[src/design/sq_cfg.svh]
`ifndef SQ_CFG_SVH
`define SQ_CFG_SVH

// Limb geometry of a residue
`define SQ_WORD_LEN   16
`define SQ_NUM_LIMBS  4
`define SQ_VALUE_LEN  64

// P = 2^64 - SQ_FOLD_C
`define SQ_FOLD_C     59

// Width of the requested squaring count
`define SQ_COUNT_LEN  16

`endif

[src/design/sq_pkg.sv]
`default_nettype none

`include "sq_cfg.svh"

package sq_pkg;

    // One 16-bit limb
    typedef logic [`SQ_WORD_LEN-1:0] word_t;

    // Residue, four limbs
    typedef logic [`SQ_VALUE_LEN-1:0] value_t;

    // Full square before reduction
    typedef logic [2*`SQ_VALUE_LEN-1:0] square_t;

    // Column sum: product, doubling bit and two bits of growth
    typedef logic [2*`SQ_WORD_LEN+2:0] column_t;

    typedef logic [`SQ_COUNT_LEN-1:0] count_t;

    typedef enum logic [1:0] {
        IDLE,
        SQUARE,
        FOLD,
        FINISH
    } state_e;

endpackage

`default_nettype wire

[src/design/sq_final_sub.sv]
`timescale 1ns/1ps
`default_nettype none

`include "sq_cfg.svh"

module sq_final_sub
    import sq_pkg::*;
(
    input  wire logic   clk,
    input  wire logic   reset,
    input  wire logic   finish,
    input  wire value_t value,
    output value_t      sq_out,
    output logic        valid
);

    localparam value_t MODULUS =
        value_t'({`SQ_VALUE_LEN{1'b1}}) - value_t'(`SQ_FOLD_C - 1);

    logic [`SQ_VALUE_LEN:0] diff;
    logic                   borrow;
    value_t                 reduced;

    // Value is below 2^64 < 2P, one subtraction is enough
    assign diff   = {1'b0, value} - {1'b0, MODULUS};
    assign borrow = diff[`SQ_VALUE_LEN];

    // Borrow means value already below P
    assign reduced = borrow ? value : diff[`SQ_VALUE_LEN-1:0];

    always_ff @(posedge clk) begin
        if (reset) begin
            sq_out <= '0;
            valid  <= 1'b0;
        end else begin
            valid <= finish;
            if (finish) begin
                sq_out <= reduced;
            end
        end
    end

endmodule

`default_nettype wire

[config.mk]
export PLATFORM = sky130hd
export DESIGN_NAME = sq_final_sub
export DESIGN_NICKNAME = d
export VERILOG_FILES = /design/src/design/sq_pkg.sv /design/src/design/sq_final_sub.sv
export VERILOG_INCLUDE_DIRS = /design/src /design/src/design
export SDC_FILE = /design/constraint.sdc
export NUM_CORES = 1
export LEC_CHECK = 0
export BUFFER_PORTS_ARGS = -buffer_cell sky130_fd_sc_hd__buf_2
export CAP_MARGIN = 20
export CELL_PAD_IN_SITES_DETAIL_PLACEMENT = 1
export CELL_PAD_IN_SITES_GLOBAL_PLACEMENT = 1
export CORE_ASPECT_RATIO = 0.8
export CORE_UTILIZATION = 37
export CTS_CLUSTER_DIAMETER = 80
export CTS_CLUSTER_SIZE = 28
export DETAILED_ROUTE_END_ITERATION = 16
export GPL_ROUTABILITY_DRIVEN = 0
export PLACE_DENSITY = 0.82
export SYNTH_ARGS = -nofsm -noshare
export SYNTH_HDL_FRONTEND = slang
export SYNTH_SLANG_ARGS = --single-unit
[constraint.sdc]
create_clock -name clk -period 2.9 [get_ports clk]
set_input_delay 0.145 -clock clk [delete_from_list [all_inputs] [get_ports clk]]
set_output_delay 0.145 -clock clk [all_outputs]
set_load 0.01 [all_outputs]
==> results.toml <==
[sta]
slew_violations = 0
tightest_slew_ps = 970
setup_viol = 0
tns_ps = 0
fin_skew_ps = 0
setup_slack_ps = 1060
period_minus_slack_ps = 1840
period_share_pct = 63.5
relSlewSlack_pct = 35.3
fmax_mhz = 543
hold_ws_ps = 103
rsz0062_at_grt = "no"
hold_violations = 0

[critical_path]
critPathSlowestCell = "or4_1"
r2r-end = "sq_out[1]$_SDFFE_PP0P_"
critPathKind = "in -> reg"
path_cells = "buf_2, nand4_1, nor4_1, nand3_2, buf_4, or4_1, a311oi_1"
worstPathArrival_ps = 2090
rr_startpoint = "sq_out[1]$_SDFFE_PP0P_"
crit_fanout = 44
start_kind = "input pin"
end_kind = "flip-flop"
crit_required_ps = 3150
ff2ff_setup_slack_ps = 1910
critPathMaxStageDelay_ps = 550
reg2regPathDepth = 2

[clock_network]
cts_buffer_depth = 2
insertion_delay_ps = 340
cts_resized = 0
cts_tree = "done"
clk_pin_slew_ps = 80
htree_num_levels = 3
root_buffer = "clkbuf_8"
clock_sinks = 65
cts_made_buffers = 9
hold_buffers = 0
cts_setup_buffers = 0

[synthesis]
async_flop_share_pct = 0
yosys_most_used_dff = "dfxtp_1"
synthCells = 353
synth-seq-area-share_pct = 42.5
synth_top_family_by_area = "compound AO/OA/AOI/OAI gates"
synth-xor-area-share_pct = 0
netlist_top_cells_count = "dfxtp_1, a21oi_1, nand2b_1"
synth_area_um2 = 3060
synth-seq-cells = 65
synth_compound_area_share_pct = 29.0
yosys.area_share.simple_pct = 22.8
synth_edf_count = 0
syn_nets = 421
synthAdderAreaFrac_pct = 0.409
synth_top_area_cell = "dfxtp_1"
synth.most_common_cell = "dfxtp_1"
synth.top_cell.area_share_pct = 42.5
yosysUniqueCellTypes = 28
synth.area.top_cells = "dfxtp_1, nand2b_1, a21oi_1"
synth.area.mux_share_pct = 0
syn_area_per_cell_um2 = 8.67
yosysWarnings = 0

[power_and_ir_drop]
p_switching_mw = 0.576
vdd_ir_drop_max_mv = 0.296
p_clk_share_pct = 43.2
p_per_area_nw_per_um2 = 557
power_frac_seq_pct = 43.2
switching_share_pct = 25.6
power_frac_comb_pct = 13.6
p_leak_nw = 1.58
p_int_mw = 1.67

[placed_design]
post-place-ws_ps = 706
port-buffer-count = 131
hpwl_um = 7470

[min_path]
min_path_type = "in -> reg"
hold_depth = 3
hold_start = "value[24]"
holdPathEnd = "sq_out[24]$_SDFFE_PP0P_"

[routing]
drt_first_pass_iters = 4
viasPerCell = 5.76
vias = 3319
ant_nets = 0
drc = 0
routed_wl_um = 10600
drt_iter0_drc = 120
wl_per_cell_um = 18.4

[global_route]
grt_use_total_pct = 24.8
grt_pass1_vias = 3290
grt_max_degree = 67
grt_overflow = 0
grt_pass1_wl_um = 16900
antenna_found_initial = 0

[final_layout]
final_nets = 531
final_util_pct = 50.5
synthToLayoutAreaGrowth_pct = 31.9
drive_gt1_share_pct = 33.8
antennaDiodeCount = 0

[status]
status = "complete, no violations"

[floorplan]
start_util_pct = 38.3
core_area_um2 = 7980
rows = 29
die_height_um = 83.3
die_area_um2 = 8640
dieWidth_um = 104
ioPinCount = 132

[run]
max-cap-violations = 0
## area by class of cell
cell class,count,area (um2)
Clock buffer,10,138
Clock inverter,6,113
Timing Repair Buffer,137,726
Sequential cell,65,1300
Inverter,3,11.3
Tap cell,108,135
Fill cell,1007,3950
Multi-Input combinational cell,247,1610
## flip-flops by register name, indices dropped and copies added, names as in the netlist
signal and cells:
sq_out 64, valid 1
## layer usage
metal / track usage, % / part of all wire [%] / routed length [um]
met1: 33.1 / 47 / 4950
met2: 40.0 / 47 / 4940
met3: 5.49 / 4.9 / 523
met4: 7.92 / 1.6 / 168
met5: 0 / 0 / 0
## critical path: cells and delay by family
kind / cells / cell delay [ps]
compound gates: 1 / 280
buf+inv: 2 / 400
simple gates: 4 / 1270
## metrics by stage
step | std cells | power (mW) | instance area [um2]
global route | 576 | 2.34 | 4030
global placement | 560 | 1.28 | 3780
detailed placement | 560 | 1.29 | 3780
finish | 576 | 2.25 | 4030
floorplan | 353 | 1.13 | 3060
CTS | 576 | 2.26 | 4030
## cells by family after synthesis
logic type | Yosys count
AOI/OAI and AO/OA | 132
adders and majority gates | 1
buffers and inverters | 41
DFF | 65
and+or+nand+nor | 114
## worst max-delay path by stage
stage	end	cells past startpoint	start
2_1_floorplan	sq_out[2]$_SDFFE_PP0P_	9	value[0]
5_1_grt	sq_out[3]$_SDFFE_PP0P_	7	value[21]
3_5_place_dp	sq_out[5]$_SDFFE_PP0P_	7	value[21]
3_3_place_gp	sq_out[5]$_SDFFE_PP0P_	7	value[21]
6_report	sq_out[3]$_SDFFE_PP0P_	7	value[27]
4_1_cts	sq_out[5]$_SDFFE_PP0P_	7	value[21]
## power by group through the flow
stage,Combinational [mW],Clock (mW),Sequential [mW]
3_5_place_dp,0.303,0,0.990
2_1_floorplan,0.120,0,1.01
3_3_place_gp,0.295,0,0.988
4_1_cts,0.305,0.989,0.970
6_report,0.306,0.971,0.970
5_1_grt,0.333,1.03,0.975
## layout by cell type (no fill, tap or decap), types with 4 or more instances in the layout
cell	Yosys	layout
a21oi_1	58	58
o211ai_1	29	29
or4_1	5	5
o31ai_1	4	4
nand2b_1	58	58
buf_2	3	131
buf_4	0	4
nor2_1	6	6
nand4_1	29	29
clkbuf_8	0	10
o311ai_0	30	30
dfxtp_1	65	65
a311oi_1	5	5
nor4_1	5	5
Power figures use the tool's default switching activity.
