`src/design/sq_cfg.svh`:
```
`ifndef SQ_CFG_SVH
`define SQ_CFG_SVH

// Limb geometry of a residue
`define SQ_WORD_LEN   16
`define SQ_NUM_LIMBS  4
`define SQ_VALUE_LEN  64

// P = 2^64 - SQ_FOLD_C
`define SQ_FOLD_C     59

// Width of the requested squaring count
`define SQ_COUNT_LEN  16

`endif

```
`src/design/sq_pkg.sv`:
```
`default_nettype none

`include "sq_cfg.svh"

package sq_pkg;

    // One 16-bit limb
    typedef logic [`SQ_WORD_LEN-1:0] word_t;

    // Residue, four limbs
    typedef logic [`SQ_VALUE_LEN-1:0] value_t;

    // Full square before reduction
    typedef logic [2*`SQ_VALUE_LEN-1:0] square_t;

    // Column sum: product, doubling bit and two bits of growth
    typedef logic [2*`SQ_WORD_LEN+2:0] column_t;

    typedef logic [`SQ_COUNT_LEN-1:0] count_t;

    typedef enum logic [1:0] {
        IDLE,
        SQUARE,
        FOLD,
        FINISH
    } state_e;

endpackage

`default_nettype wire

```
`src/design/sq_ctrl.sv`:
```
`timescale 1ns/1ps
`default_nettype none

`include "sq_cfg.svh"

module sq_ctrl
    import sq_pkg::*;
(
    input  wire logic   clk,
    input  wire logic   reset,
    input  wire logic   start,
    input  wire count_t iterations,
    output logic        load,
    output logic        fold,
    output logic        finish,
    output logic        busy
);

    state_e state;
    state_e state_next;

    count_t count;
    count_t count_dec;

    logic   iterations_zero;
    logic   last_fold;

    assign count_dec = count - count_t'(1);

    assign iterations_zero = (iterations == {`SQ_COUNT_LEN{1'b0}});
    assign last_fold       = (count_dec == {`SQ_COUNT_LEN{1'b0}});

    always_comb begin
        state_next = state;
        case (state)
            IDLE: begin
                // Zero iterations skips straight to the correction
                if (start) begin
                    state_next = iterations_zero ? FINISH : SQUARE;
                end
            end
            SQUARE: begin
                state_next = FOLD;
            end
            FOLD: begin
                state_next = last_fold ? FINISH : SQUARE;
            end
            FINISH: begin
                state_next = IDLE;
            end
            default: begin
                state_next = IDLE;
            end
        endcase
    end

    always_ff @(posedge clk) begin
        if (reset) begin
            state <= IDLE;
        end else begin
            state <= state_next;
        end
    end

    // Loop counter, counts remaining squarings down
    always_ff @(posedge clk) begin
        if (reset) begin
            count <= '0;
        end else if (load) begin
            count <= iterations;
        end else if (fold) begin
            count <= count_dec;
        end
    end

    // Start is only accepted from IDLE
    assign load   = (state == IDLE) && (state_next != IDLE);
    assign fold   = (state == FOLD);
    assign finish = (state == FINISH);
    assign busy   = (state != IDLE);

endmodule

`default_nettype wire

```
`config.mk`:
```
export PLATFORM = sky130hd
export DESIGN_NAME = sq_ctrl
export DESIGN_NICKNAME = d
export VERILOG_FILES = /design/src/design/sq_pkg.sv /design/src/design/sq_ctrl.sv
export VERILOG_INCLUDE_DIRS = /design/src /design/src/design
export SDC_FILE = /design/constraint.sdc
export NUM_CORES = 1
export LEC_CHECK = 0
export BUFFER_PORTS_ARGS = -buffer_cell sky130_fd_sc_hd__buf_2
export CAP_MARGIN = 20
export CORE_MARGIN = 5
export CORE_UTILIZATION = 45
export CTS_CLUSTER_SIZE = 30
export DETAILED_ROUTE_END_ITERATION = 10
export PLACE_DENSITY_LB_ADDON = 0.3
export SETUP_SLACK_MARGIN = 0.4
export SYNTH_ARGS = -nofsm -noshare
export SYNTH_HDL_FRONTEND = slang
export SYNTH_SLANG_ARGS = --single-unit
```
`constraint.sdc`:
```
create_clock -name clk -period 2 [get_ports clk]
set_input_delay 0.4 -clock clk [delete_from_list [all_inputs] [get_ports clk]]
set_output_delay 0.4 -clock clk [all_outputs]
set_load 0.02 [all_outputs]
```
==> results_dict.tcl, run 1 <==
set metrics [dict create \
    status "completed" \
    rows 20 \
    cts_tree "yes" \
    hold_viol 0 \
    finalMaxSlewViolations 0 \
    syn_area_per_cell_um2 7.62 \
    setup.worst_path.class "reg -> out" \
    initial_utilization_pct 46.7 \
    syn_to_final_growth_pct 32.0 \
    cp_data_required_time_ns 1.60 \
    fp.dieArea_um2 4390 \
    reg2reg_slack_ns 0.24 \
    final.setup.tns_ns 0 \
    synth-async-reset-ratio_pct 0 \
    clk_latency_ns 0.32 \
    clock_skew_ns 0.00155 \
    core-area_um2 3050 \
    drt_iter0_drc 124 \
    fin_crit_sh_pct 89.6 \
    wl_per_cell_um 17.3 \
    setup_viol 0 \
    yosysSeqAreaShare_pct 25.3 \
    fin_util_pct 61.6 \
    gp_congestion 0.935 \
    setup_slack_ns 0.208 \
    synth.area.top_cells "dfxtp_1, o21ai_0, nor2_1" \
    startpoint_type "register" \
    synth_fa_ha_area_share_pct 1.76 \
    io_pins 23 \
    ir_drop_mv 0.381 \
    cellPowerDensity_nw_per_um2 685 \
    vias 1652 \
    cp.arrival_ns 1.39 \
    synth_xor_area_share_pct 1.84 \
    worstMarginPinSlew_ns 0.428 \
    synth_top_family_by_area "simple AND/OR/NAND/NOR gates" \
    die_h_um 66.3 \
    dpl.hpwl_um 3150 \
    synthSimpleGateAreaFrac_pct 33.7 \
    hold_end "count[13]" \
    reg2reg_to "count[13]" \
    place_ws_ns 0.204 \
    final_cell_mix "buf_2, buf_4, nor2_1" \
    routed_wl_um 4680 \
    netlist_area_um2 1430 \
    r2r_start "count[4]" \
    ant_nets 0 \
    dr.pass1.iters 5 \
    synth_flop_cell "dfxtp_1" \
    fmax_ghz 0.558 \
    synth.area.mux_share_pct 2.28 \
    fp.dieW_um 66.3 \
    final_nets 249 \
    synth.distinct_cells 50 \
    syn_nets 208 \
    grt_setup_unrepaired "yes" \
    cts_inserted_buffers 3 \
    clkSlewWorstSetupHoldPaths_ns 0.11 \
    min_period_ns 1.79 \
    diodes 0 \
    grt_pass1_wl_um 7020 \
    ys_warn_count 0 \
    htreeDepth 1 \
    grt_overflow 0 \
    grt_max_degree 14 \
    hp-class "in -> reg" \
    critPathCaptureType "output pin" \
    max_stage_delay_ns 0.39 \
    min-delay-start "iterations[13]" \
    cp_cell_sequence "nor2_2 -> nand2_2 -> inv_1 -> buf_2" \
    r2r_cells 5 \
    drive_above_1_share_pct 40.1 \
    whs_path_depth 3 \
    viasPerCell 6.10 \
    p_leak_uw 0.000790 \
    antenna_found_initial 0 \
    n_fill_cell 263 \
    synth_compound_area_share_pct 28.9 \
    synth-edff-count 0 \
    grt_usage_pct 20.5 \
    cap_violations 0 \
    port_buffers 22 \
    clock_tree.buffer_depth 2 \
    layout_commonest_cell "buf_2" \
    grt_pass1_vias 1526 \
    route.detailed.drc 0 \
    numClockSinks 18 \
    slew_headroom_pct 71.2 \
    slowest_stage "dfxtp_2" \
    synth_top_area_share_pct 25.3 \
    cts_root_buf "clkbuf_4" \
    yosys.area.top_type "dfxtp_1" \
    synth_seq_cells 18 \
    cp_max_fo 10 \
    postSynthCellCount 187 \
]
## worst max-delay path: cells and delay by family (launching register included)
| family | cells | cell delay, ns |
|---|---|---|
| buffers and inverters | 2 | 0.30 |
| flip-flops | 1 | 0.39 |
| AND/OR/NAND/NOR | 2 | 0.37 |
## sequential cells by signal, indices dropped and copies added (netlist names)
signal and cells:
count 16, state 2
## synthesized netlist by cell type (4+ instances only)
cell,instances
clkbuf_1,4
nand2_1,17
dfxtp_1,18
a21oi_1,11
a21o_1,7
nor2_1,20
o21a_1,4
inv_1,7
nand4b_1,4
o21ai_0,18
nand2b_1,4
nor3_1,7
buf_2,4
## metal layers
metal | vias to the layer above | share of wire [%] | global-route usage, %
met5 | - | 0 | 0
met4 | 0 | 4.5 | 9.64
met3 | 22 | 7.8 | 1.87
met2 | 97 | 48 | 34.2
met1 | 758 | 40 | 26.2
li1 | 775 | - | -
## worst max-delay path by stage
stage / from / cells past startpoint / slack (ns) / to
after detailed placement: count[8] / 5 / 0.20 / count[13]
after CTS: count[9] / 5 / 0.24 / count[13]
after global placement: count[8] / 5 / 0.21 / count[13]
after global routing: count[2] / 6 / 0.12 / count[12]
final: state[0] / 4 / 0.21 / load
after floorplan: count[0] / 9 / 0.35 / state[1]
## through the flow
stage	total power (uW)	hold WS [ns]	area [um^2]	cells
5_1_grt	1360	0.358	1880	271
3_3_place_gp	907	0.463	1640	252
2_1_floorplan	801	0.455	1480	187
6_report	1290	0.361	1880	271
3_5_place_dp	915	0.474	1640	252
4_1_cts	1190	0.359	1750	263
## area by class of cell
cell class                      count  area (um^2)  share of cell area, %
Clock buffer                        4         36.3                   1.93
Inverter                            7         28.8                   1.53
Multi-Input combinational cell    151         1060                   56.4
Sequential cell                    18          384                   20.4
Tap cell                           44         55.1                   2.93
Timing Repair Buffer               47          317                   16.8
## kinds of logic (layout without fill, tap and decap cells)
logic type	after synthesis	in the layout
and+or+nand+nor	81	81
AOI/OAI and AO/OA	62	62
DFF	18	18
buffers and inverters	18	58
xor gates and xnor gates	3	3
muxes	3	3
adders and majority gates	2	2
## what timing repair did
item,CTS,global route
hold buffers,0,0
pin swaps,7,11
resized for setup,13,27
setup buffers,7,7
gates cloned,0,1
setup endpoints to repair,10,18
## where the power goes
| group | total, uW | internal [uW] | switching, uW |
|---|---|---|---|
| clock | 249 | 112 | 137 |
| sequential | 473 | 402 | 71.4 |
| combinational | 567 | 261 | 306 |
| total | 1290 | 775 | 515 |
Note: power is estimated with default switching activity, not from simulation.
==> inputs of run 2 (changes only) <==
--- a/config.mk
+++ b/config.mk
@@ -13,7 +13,7 @@
 export CTS_CLUSTER_SIZE = 30
 export DETAILED_ROUTE_END_ITERATION = 10
 export PLACE_DENSITY_LB_ADDON = 0.3
-export SETUP_SLACK_MARGIN = 0.4
+export RECOVER_POWER = 100
 export SYNTH_ARGS = -nofsm -noshare
 export SYNTH_HDL_FRONTEND = slang
 export SYNTH_SLANG_ARGS = --single-unit
==> results_dict.tcl, run 2 (synthesis gave the netlist of run 1 again) <==
set metrics [dict create \
    initial_utilization_pct 46.7 \
    clkSlewWorstSetupHoldPaths_ns 0.11 \
    syn_to_final_growth_pct 15.9 \
    grtUsageMet1_pct 25.0 \
    critPathCaptureType "output pin" \
    antenna_found_initial 0 \
    hold_viol 0 \
    grt_pass1_wl_um 6550 \
    dpl.hpwl_um 3150 \
    reg2reg_to "count[15]" \
    setup_viol 0 \
    cts_inserted_buffers 3 \
    fp.dieArea_um2 4390 \
    vias 1523 \
    core-area_um2 3050 \
    cts_root_buf "clkbuf_4" \
    top_register "count" \
    fmax_ghz 0.536 \
    r2r_start "count[7]" \
    wl_per_cell_um 15.6 \
    slew_headroom_pct 74.1 \
    fp.dieW_um 66.3 \
    final_nets 237 \
    cp.arrival_ns 1.47 \
    largest_reg_flops 16 \
    port_buffers 22 \
    reg2reg_slack_ns 0.14 \
    routed_wl_um 4040 \
    top_usage_layer "met2" \
    grt_pass1_vias 1411 \
    die_h_um 66.3 \
    htreeDepth 1 \
    holdBufCountCts 0 \
    clk_latency_ns 0.30 \
    gp_congestion 0.917 \
    final.setup.tns_ns 0 \
    whs_path_depth 3 \
    finalMaxSlewViolations 0 \
    worstMarginPinSlew_ns 0.384 \
    stdcell_area_um2 1650 \
    route.detailed.drc 0 \
    min_period_ns 1.87 \
    cellPowerDensity_nw_per_um2 672 \
    hold_end "count[13]" \
    setup.worst_path.class "reg -> out" \
    drt_iter0_drc 95 \
    grt_setup_unrepaired "no" \
    gr-usage-met2_pct 32.2 \
    clock_tree.buffer_depth 2 \
    min-delay-start "iterations[13]" \
    ant_nets 0 \
    cp_max_fo 10 \
    cts_tree "yes" \
    ir_drop_mv 0.402 \
    postPlaceCellArea_um2 1630 \
    cp_data_required_time_ns 1.60 \
    startpoint_type "register" \
    fin_crit_sh_pct 93.3 \
    clock_skew_ns 0.00176 \
    reg_top3 "count: 16 flops, state: 2 flops" \
    dr.pass1.iters 4 \
    p_leak_uw 0.000679 \
    n_fill_cell 314 \
    status "completed" \
    io_pins 23 \
    diodes 0 \
    viasPerCell 5.90 \
    final_cell_mix "nor2_1, o21ai_0, buf_2" \
    grt_overflow 0 \
    rows 20 \
    grt_max_degree 14 \
    numClockSinks 18 \
    cap_violations 0 \
    grt_usage_pct 19.3 \
    r2r_cells 5 \
    finalPower_uw 1110 \
    hp-class "in -> reg" \
    use_met3_pct 2.89 \
    drive_above_1_share_pct 22.0 \
]
[run 2: changes by cell type in the layout (fill, tap and decap cells not counted), moves of 3 or more]
cell      previous run  this run
o21ai_1              9         0
dfxtp_4              5         0
o21ai_0             11        20
buf_4               21        12
dfxtp_2              4         0
nand2_1             13        16
clkbuf_1             0         3
dfxtp_1              9        18
buf_6                3         0
nand2_2              4         1
nor2_2               3         0
buf_2               22        19
nor2_1              17        20
[run 2: power by group]
| part | internal (uW) | leakage (uW) | switching, uW |
|---|---|---|---|
| sequential | 398 | 0.000149 | 67.0 |
| clock | 70.4 | 0.0000138 | 124 |
| combinational | 196 | 0.000516 | 255 |
[run 2: worst max path at each step]
stage,startpoint,endpoint,slack (ns),cells past startpoint
6_report,state[0],load,0.13,4
4_1_cts,state[0],load,0.03,4
3_3_place_gp,count[7],count[15],0.18,5
2_1_floorplan,count[0],count[12],0.12,9
3_5_place_dp,count[7],state[1],0.15,5
5_1_grt,count[1],count[12],0.007,7
[run 2: per-stage QoR]
step	utilization, %	instances	hold WS [ns]	setup slack (ns)
after floorplan	-	187	0.455	0.121
after CTS	54.0	258	0.375	0.0348
after global placement	53.2	255	0.470	0.183
after global routing	54.1	258	0.371	0.00709
final	54.1	258	0.377	0.133
after detailed placement	53.2	255	0.473	0.146
[run 2: area by class of cell]
type / instances / area, um^2 / area share [%]
Timing Repair Buffer: 35 / 201 / 12.2
Tap cell: 44 / 55.1 / 3.33
Multi-Input combinational cell: 151 / 986 / 59.7
Inverter: 7 / 26.3 / 1.59
Sequential cell: 18 / 360 / 21.8
Clock buffer: 3 / 22.5 / 1.36
[run 2: what timing repair did]
item / CTS / global route
endpoints found under the hold margin: 0 / 0
setup endpoints to repair: 0 / 3
gates resized for setup: 0 / 3
buffers inserted: 0 / 0
[run 2: critical path, stage by stage, from the launching register on]
cell,delay (ns)
dfxtp_1,0.40
nor2_1,0.24
nand2_2,0.21
inv_1,0.14
buf_2,0.17
[run 2: per-layer routing]
layer | wire (um) | share of wire [%]
met4 | 68 | 1.7
met2 | 1930 | 48
met5 | 0 | 0
met1 | 1740 | 43
met3 | 299 | 7.4
