==> src/design/sq_cfg.svh <==
`ifndef SQ_CFG_SVH
`define SQ_CFG_SVH

// Limb geometry of a residue
`define SQ_WORD_LEN   16
`define SQ_NUM_LIMBS  4
`define SQ_VALUE_LEN  64

// P = 2^64 - SQ_FOLD_C
`define SQ_FOLD_C     59

// Width of the requested squaring count
`define SQ_COUNT_LEN  16

`endif

==> src/design/sq_pkg.sv <==
`default_nettype none

`include "sq_cfg.svh"

package sq_pkg;

    // One 16-bit limb
    typedef logic [`SQ_WORD_LEN-1:0] word_t;

    // Residue, four limbs
    typedef logic [`SQ_VALUE_LEN-1:0] value_t;

    // Full square before reduction
    typedef logic [2*`SQ_VALUE_LEN-1:0] square_t;

    // Column sum: product, doubling bit and two bits of growth
    typedef logic [2*`SQ_WORD_LEN+2:0] column_t;

    typedef logic [`SQ_COUNT_LEN-1:0] count_t;

    typedef enum logic [1:0] {
        IDLE,
        SQUARE,
        FOLD,
        FINISH
    } state_e;

endpackage

`default_nettype wire

==> src/design/sq_fold_reduce.sv <==
`timescale 1ns/1ps
`default_nettype none

`include "sq_cfg.svh"

module sq_fold_reduce
    import sq_pkg::*;
(
    input  wire logic    clk,
    input  wire logic    load,
    input  wire logic    fold,
    input  wire value_t  sq_in,
    input  wire square_t square,
    output value_t       value
);

    localparam int FOLD_W     = $clog2(`SQ_FOLD_C + 1);
    localparam int STAGE1_LEN = `SQ_VALUE_LEN + FOLD_W + 1;
    localparam int STAGE2_LEN = `SQ_VALUE_LEN + 1;

    logic [STAGE1_LEN-1:0] stage1;
    logic [STAGE2_LEN-1:0] stage2;
    value_t                folded;

    // 2^64 is congruent to SQ_FOLD_C, so high * C lands on the low half
    always_comb begin
        stage1 = STAGE1_LEN'(square[2*`SQ_VALUE_LEN-1:`SQ_VALUE_LEN]) *
                 STAGE1_LEN'(`SQ_FOLD_C) +
                 STAGE1_LEN'(square[`SQ_VALUE_LEN-1:0]);

        // Seven bits left above the low half
        stage2 = STAGE2_LEN'(stage1[`SQ_VALUE_LEN-1:0]) +
                 STAGE2_LEN'(stage1[STAGE1_LEN-1:`SQ_VALUE_LEN]) *
                 STAGE2_LEN'(`SQ_FOLD_C);

        // A set top bit implies a tiny low half, so this cannot overflow
        folded = stage2[`SQ_VALUE_LEN-1:0] +
                 (stage2[`SQ_VALUE_LEN] ? value_t'(`SQ_FOLD_C) : '0);
    end

    // Running value of the squaring chain
    always_ff @(posedge clk) begin
        if (load) begin
            value <= sq_in;
        end else if (fold) begin
            value <= folded;
        end
    end

endmodule

`default_nettype wire

==> config.mk <==
export PLATFORM = sky130hd
export DESIGN_NAME = sq_fold_reduce
export DESIGN_NICKNAME = d
export VERILOG_FILES = /design/src/design/sq_pkg.sv /design/src/design/sq_fold_reduce.sv
export VERILOG_INCLUDE_DIRS = /design/src /design/src/design
export SDC_FILE = /design/constraint.sdc
export NUM_CORES = 1
export LEC_CHECK = 0
export ABC_AREA = 1
export ABC_CLOCK_PERIOD_IN_PS = 19000
export BUFFER_PORTS_ARGS = -buffer_cell sky130_fd_sc_hd__buf_2
export CORE_ASPECT_RATIO = 1.75
export CORE_UTILIZATION = 45
export CTS_CLUSTER_DIAMETER = 100
export CTS_CLUSTER_SIZE = 16
export DETAILED_ROUTE_END_ITERATION = 12
export GPL_TIMING_DRIVEN = 1
export PLACE_DENSITY = 0.69
export SLEW_MARGIN = 20
export SYNTH_ARGS = -nofsm -noshare
export SYNTH_HDL_FRONTEND = slang
export SYNTH_SLANG_ARGS = --single-unit
==> constraint.sdc <==
create_clock -name clk -period 19 [get_ports clk]
set_clock_uncertainty 0.2 [all_clocks]
set_input_delay 5.7 -clock clk [delete_from_list [all_inputs] [get_ports clk]]
set_output_delay 5.7 -clock clk [all_outputs]
set_load 0.005 [all_outputs]
==> run summary, run 1 <==
status = finished, final reports clean
crit path max fanout = 6
Max Freq = 55.30 MHz
vias in the first global route = 23.30k
register area share after synthesis = 8.412%
Post-Syn Area = 22850 um2
IO Count = 259
Largest regs = value: 64 flops
Reg with most FFs = value
clk sink count = 64
Area Overhead vs Synth = 12.28%
DRC = 0
WP data arrival = 17.98 ns
Setup violations, final = 0
number of routed nets with antenna violations = 0
final RePlAce weighted congestion = 1.033
Slew Viols, Final = 0
Worst EP required = 18.90 ns
die area = 51710 um2
CTS tree = yes
endpoints failing hold = 0
H-tree depth = 3
via count = 22.52k
drt via density = 5.003
Initial Util = 45.82%
WL/cell = 17.13 um
most common cell after layout, fill and taps aside = nand2_1
most used flip-flop cell after synthesis = edfxtp_1
max capacitance violation total = 0
CP Capture Point = value[55]$_DFFE_PP_
DPL Wire Length = 68.68 mm
final period utilization = 95.18%
overflow left after global routing = 0
Netlist cell types = 48
floorplan core area = 49860 um2
Worst setup SP type = input pin
DP Cell Count = 4483
layout cells sized above 1 = 14.79%
Final Net Count = 4492
fin crit period = 18.08 ns
largest net degree at the start of global routing = 100
Yosys Warn Count = 0
M1 WL = 26.92 mm
worst hold path type = in -> reg
Pre-Repair DR Iteration Count = 5
Crit. Startpoint = square[88]
Worst Setup End Kind = flip-flop
Yosys reg bits = 64
Slowest Stage Delay on Critical Path = 0.56 ns
CTS clk-pin slew, worst paths = 0.06 ns
CP most frequent cell = inv_1
Longest Clk Path Bufs = 2
synthesized instance count = 3531
Rel. slew slack = 23.06%
async set-reset flop share out of synthesis = 0%
number of synthesized flops with an enable pin = 64
Cell Rows = 108
initial antenna violation count = 1
Slowest-stage cell, CP = fa_1
DRT iter0 DRCs = 1122
width of the die = 172.3 um
clk root buf = clkbuf_16
max reg flops = 64
Setup Total Neg Slack = 0 ns
non-filler instance count after layout = 4501
Setup CP Type = in -> reg
most frequent cells in the layout = 1143 x nand2_1, 821 x inv_1, 265 x fa_1, 259 x nor2_1, 258 x buf_2
Total Routed Length = 77.09 mm
first-pass GRT wire length = 121.1 mm
IO buf count = 258
Mapped Avg Cell Area = 6.470 um2
Die Y-Extent = 300.1 um
gr usage total = 30.99%
CTS Buf Count = 9
Worst Tran Pin Value = 1.153 ns
met2 WL = 39.95 mm
Synth Net Count = 4188
uppermost layer routed = met4
metal3 WL = 3.294 mm
==> routing by layer <==
layer	global-route usage, %	vias up
li1	-	11204
met1	30.45	10370
met4	23.85	0
met2	57.72	670
met3	3.883	274
met5	0	-
==> what timing repair did <==
action,CTS,global route
hold buffers,0,0
gates resized for setup,0,18
setup buffers,0,1
setup endpoints to repair,0,36
==> per-stage QoR <==
step	hold WS (ns)	util (%)	instance area, um2	setup WS (ns)
after floorplan	5.682	-	22850	1.712
after global placement	5.774	50.66	25260	0.4557
after detailed placement	5.774	50.66	25260	0.2680
after CTS	5.415	51.25	25560	0.6200
after global routing	5.427	51.45	25650	-0.0008775
final	5.421	51.45	25650	0.9152
==> how the worst min path moves through the flow <==
stage          cells past startpoint      start                  end  slack, ns
2_1_floorplan                      2  sq_in[62]  value[62]$_DFFE_PP_       5.68
3_3_place_gp                       3  sq_in[57]  value[57]$_DFFE_PP_       5.77
3_5_place_dp                       3  sq_in[14]  value[14]$_DFFE_PP_       5.77
4_1_cts                            3  sq_in[61]  value[61]$_DFFE_PP_       5.41
5_1_grt                            3  sq_in[61]  value[61]$_DFFE_PP_       5.43
6_report                           3  sq_in[59]  value[59]$_DFFE_PP_       5.42
==> logic make-up (layout without fill, tap and decap cells) <==
family	after synthesis	after routing	synth area share, %
AND/OR/NAND/NOR	1860	1860	35.72
buffers and inverters	883	1192	14.57
adder cells (fa/ha/maj)	462	462	34.01
AO/OA/AOI/OAI	191	191	4.529
XOR/XNOR	71	71	2.755
flip-flops	64	64	8.412
other	0	1	0
==> synthesized netlist by cell type (all sizes together) (3+ instances only) <==
cell type | number | area [um2]
nand3b | 6 | 48.80
inv | 861 | 3232
o21a | 5 | 37.54
ha | 197 | 2465
buf | 3 | 20.01
nand2 | 1215 | 4761
clkinv | 7 | 26.28
xor2 | 40 | 357.8
nor3 | 26 | 160.2
edfxtp | 64 | 1922
nor2 | 345 | 1655
clkbuf | 11 | 41.29
nand4 | 42 | 262.8
or2 | 4 | 25.03
fa | 265 | 5305
nand3 | 216 | 1204
a21oi | 86 | 445.4
xnor2 | 31 | 271.5
o21bai | 7 | 52.55
o21ai | 80 | 400.4
o31ai | 3 | 22.52
==> critical path: cells and delay by family <==
| kind | cells | cell delay, ns |
|---|---|---|
| adders and majority gates | 11 | 4.68 |
| and+or+nand+nor | 33 | 4.91 |
| AOI/OAI and AO/OA | 5 | 0.94 |
| buffers and inverters | 15 | 1.54 |
| xor gates and xnor gates | 1 | 0.17 |
==> layout make-up <==
| cell class | count | area [um2] |
|---|---|---|
| fillers | 5337 | 24210 |
| multi-input cells | 2584 | 17680 |
| inverters | 868 | 3258 |
| flip-flops and latches | 64 | 1922 |
| repair buffers | 308 | 1667 |
| well taps | 660 | 825.8 |
| clock buffers | 9 | 225.2 |
| clock inverters | 7 | 71.32 |
| diodes | 1 | 2.502 |
Power of run 1 is not shown: default switching activity piles up to over one toggle a cycle in this logic, so the estimate is an artifact.
==> run 2, diff against run 1 <==
--- a/config.mk
+++ b/config.mk
@@ -7,7 +7,7 @@
 export NUM_CORES = 1
 export LEC_CHECK = 0
 export ABC_AREA = 1
-export ABC_CLOCK_PERIOD_IN_PS = 19000
+export ABC_CLOCK_PERIOD_IN_PS = 23300
 export BUFFER_PORTS_ARGS = -buffer_cell sky130_fd_sc_hd__buf_2
 export CORE_ASPECT_RATIO = 1.75
 export CORE_UTILIZATION = 45
@@ -15,6 +15,7 @@
 export CTS_CLUSTER_SIZE = 16
 export DETAILED_ROUTE_END_ITERATION = 12
 export GPL_TIMING_DRIVEN = 1
+export HOLD_SLACK_MARGIN = 0.05
 export PLACE_DENSITY = 0.69
 export SLEW_MARGIN = 20
 export SYNTH_ARGS = -nofsm -noshare
==> constraint.sdc (replaced) <==
create_clock -name clk -period 23.3 [get_ports clk]
set_clock_uncertainty 0.2 [all_clocks]
set_input_delay 6.99 -clock clk [delete_from_list [all_inputs] [get_ports clk]]
set_output_delay 6.99 -clock clk [all_outputs]
set_load 0.005 [all_outputs]
==> run 2 against run 1 <==
- count of clock-buffer cells in the layout did not move
- hold slack improved by 1.3 ns
- first-iteration DRC count fell by 5.3%
- critical path depth rose by 2
- via count fell by 1.4%
- non-clock buffer count fell by 48
- utilization fell by 0.90 points
- flip-flop and latch count did not move
- largest cell class unchanged
- highest routed layer unchanged
==> run summary, run 2 (synthesis results as in run 1) <==
initial antenna violation count = 0 (-1)
DP Cell Count = 4436 (-1.0%)
CP most frequent cell = nand2_1
most frequent cells in the layout = 1145 x nand2_1, 820 x inv_1, 265 x fa_1, 263 x nor2_1, 258 x buf_2
Rel. slew slack = 32.14% (+9.1 points)
worst hold path type = in -> reg
number of routed nets with antenna violations = 0 (unchanged)
first-pass GRT wire length = 121.2 mm (+0.13%)
Total Routed Length = 77.31 mm (+0.30%)
Initial Util = 45.82% (unchanged)
via count = 22.21k (-1.4%)
vias in the first global route = 23.24k (-0.24%)
metal3 WL = 3.267 mm (-0.82%)
DPL Wire Length = 69.47 mm (+1.2%)
Reg with most FFs = value
Setup Total Neg Slack = 0 ns (unchanged)
WL/cell = 17.37 um (+1.4%)
drt via density = 4.989 (-0.28%)
CTS Buf Count = 9 (unchanged)
Core Util, Final = 50.55% (-0.90 points)
Worst Setup End Kind = flip-flop
final period utilization = 89.04%
met2 WL = 40.64 mm (+1.7%)
IO buf count = 258 (unchanged)
Max Freq = 48.20 MHz
H-tree depth = 3 (unchanged)
Die Y-Extent = 300.1 um (unchanged)
fin crit period = 20.75 ns
final RePlAce weighted congestion = 1.022 (-1.0%)
Worst EP required = 23.19 ns (+4.29 ns)
RSZ-0062 raised after global routing = no
most common cell after layout, fill and taps aside = nand2_1
max capacitance violation total = 0 (unchanged)
WP data arrival = 20.63 ns (+2.65 ns)
crit path max fanout = 6 (unchanged)
Area Overhead vs Synth = 10.32%
Slowest-stage cell, CP = xor2_1
largest net degree at the start of global routing = 100 (unchanged)
floorplan core area = 49860 um2 (unchanged)
gr usage total = 31.08% (+0.083 points)
Setup violations, final = 0 (unchanged)
Cell Rows = 108 (unchanged)
M1 WL = 26.78 mm (-0.50%)
IO Count = 259 (unchanged)
antenna cells = 0 (-1)
clk sink count = 64 (unchanged)
post-CTS sizing = 0 (unchanged)
Post-CTS Hold Buffers = 0 (unchanged)
DRC = 0 (unchanged)
Post-CTS Setup Bufs = 0 (unchanged)
Longest Clk Path Bufs = 2 (unchanged)
non-filler instance count after layout = 4452 (-1.1%)
clk root buf = clkbuf_16
Setup CP Type = in -> reg
layout cells sized above 1 = 13.29% (-1.5 points)
Worst Tran Pin Value = 1.012 ns (-0.1411 ns)
overflow left after global routing = 0 (unchanged)
max reg flops = 64 (unchanged)
Crit path buffers/inverters = 12 (-3)
Worst setup SP type = input pin
CTS tree = yes
DRT iter0 DRCs = 1063 (-5.3%)
CTS clk-pin slew, worst paths = 0.06 ns (about the same)
endpoints failing hold = 0 (unchanged)
Pre-Repair DR Iteration Count = 5 (unchanged)
Largest regs = value: 64 flops
width of the die = 172.3 um (unchanged)
die area = 51710 um2 (unchanged)
uppermost layer routed = met4
Slew Viols, Final = 0 (unchanged)
Slowest Stage Delay on Critical Path = 0.80 ns (+0.24 ns)
status = finished, final reports clean
Final Net Count = 4444 (-1.1%)
Min Hold Slack = 6.719 ns (+1.298 ns)
gate family responsible for the most delay along the worst path = simple AND/OR/NAND/NOR gates
[run 2: path summary, 6_finish.rpt]
kind                    from                   to  slack (ns)  cells past startpoint
hold / removal     sq_in[54]  value[54]$_DFFE_PP_        6.72                      3
setup / recovery  square[87]  value[56]$_DFFE_PP_        2.55                     67
[run 2: layout make-up]
class | count | area (um2)
Tap cell | 660 | 825.8
Inverter | 868 | 3258
Timing Repair Buffer | 260 | 1306
Multi-Input combinational cell | 2584 | 17600
Clock inverter | 7 | 71.32
Clock buffer | 9 | 225.2
Sequential cell | 64 | 1922
Fill cell | 5355 | 24660
[run 2: tightest hold or removal path: stages]
cell and delay [ns]:
buf_2 0.07, nand2_1 0.04, nand2_1 0.05
[run 2: metal layers]
metal / track usage (%) / up-vias
met2: 59.01 / 607
met5: 0 / -
met3: 3.817 / 263
met1: 30.06 / 10226
met4: 22.73 / 0
li1: - / 11115
[run 2: metrics by stage]
step	area, um2	worst slack [ns]
after CTS	25200	2.619
after global routing	25200	1.375
after floorplan	22850	4.722
final	25200	2.554
after detailed placement	24910	2.273
after global placement	24910	2.508
Power of run 2 is left out for the same reason.
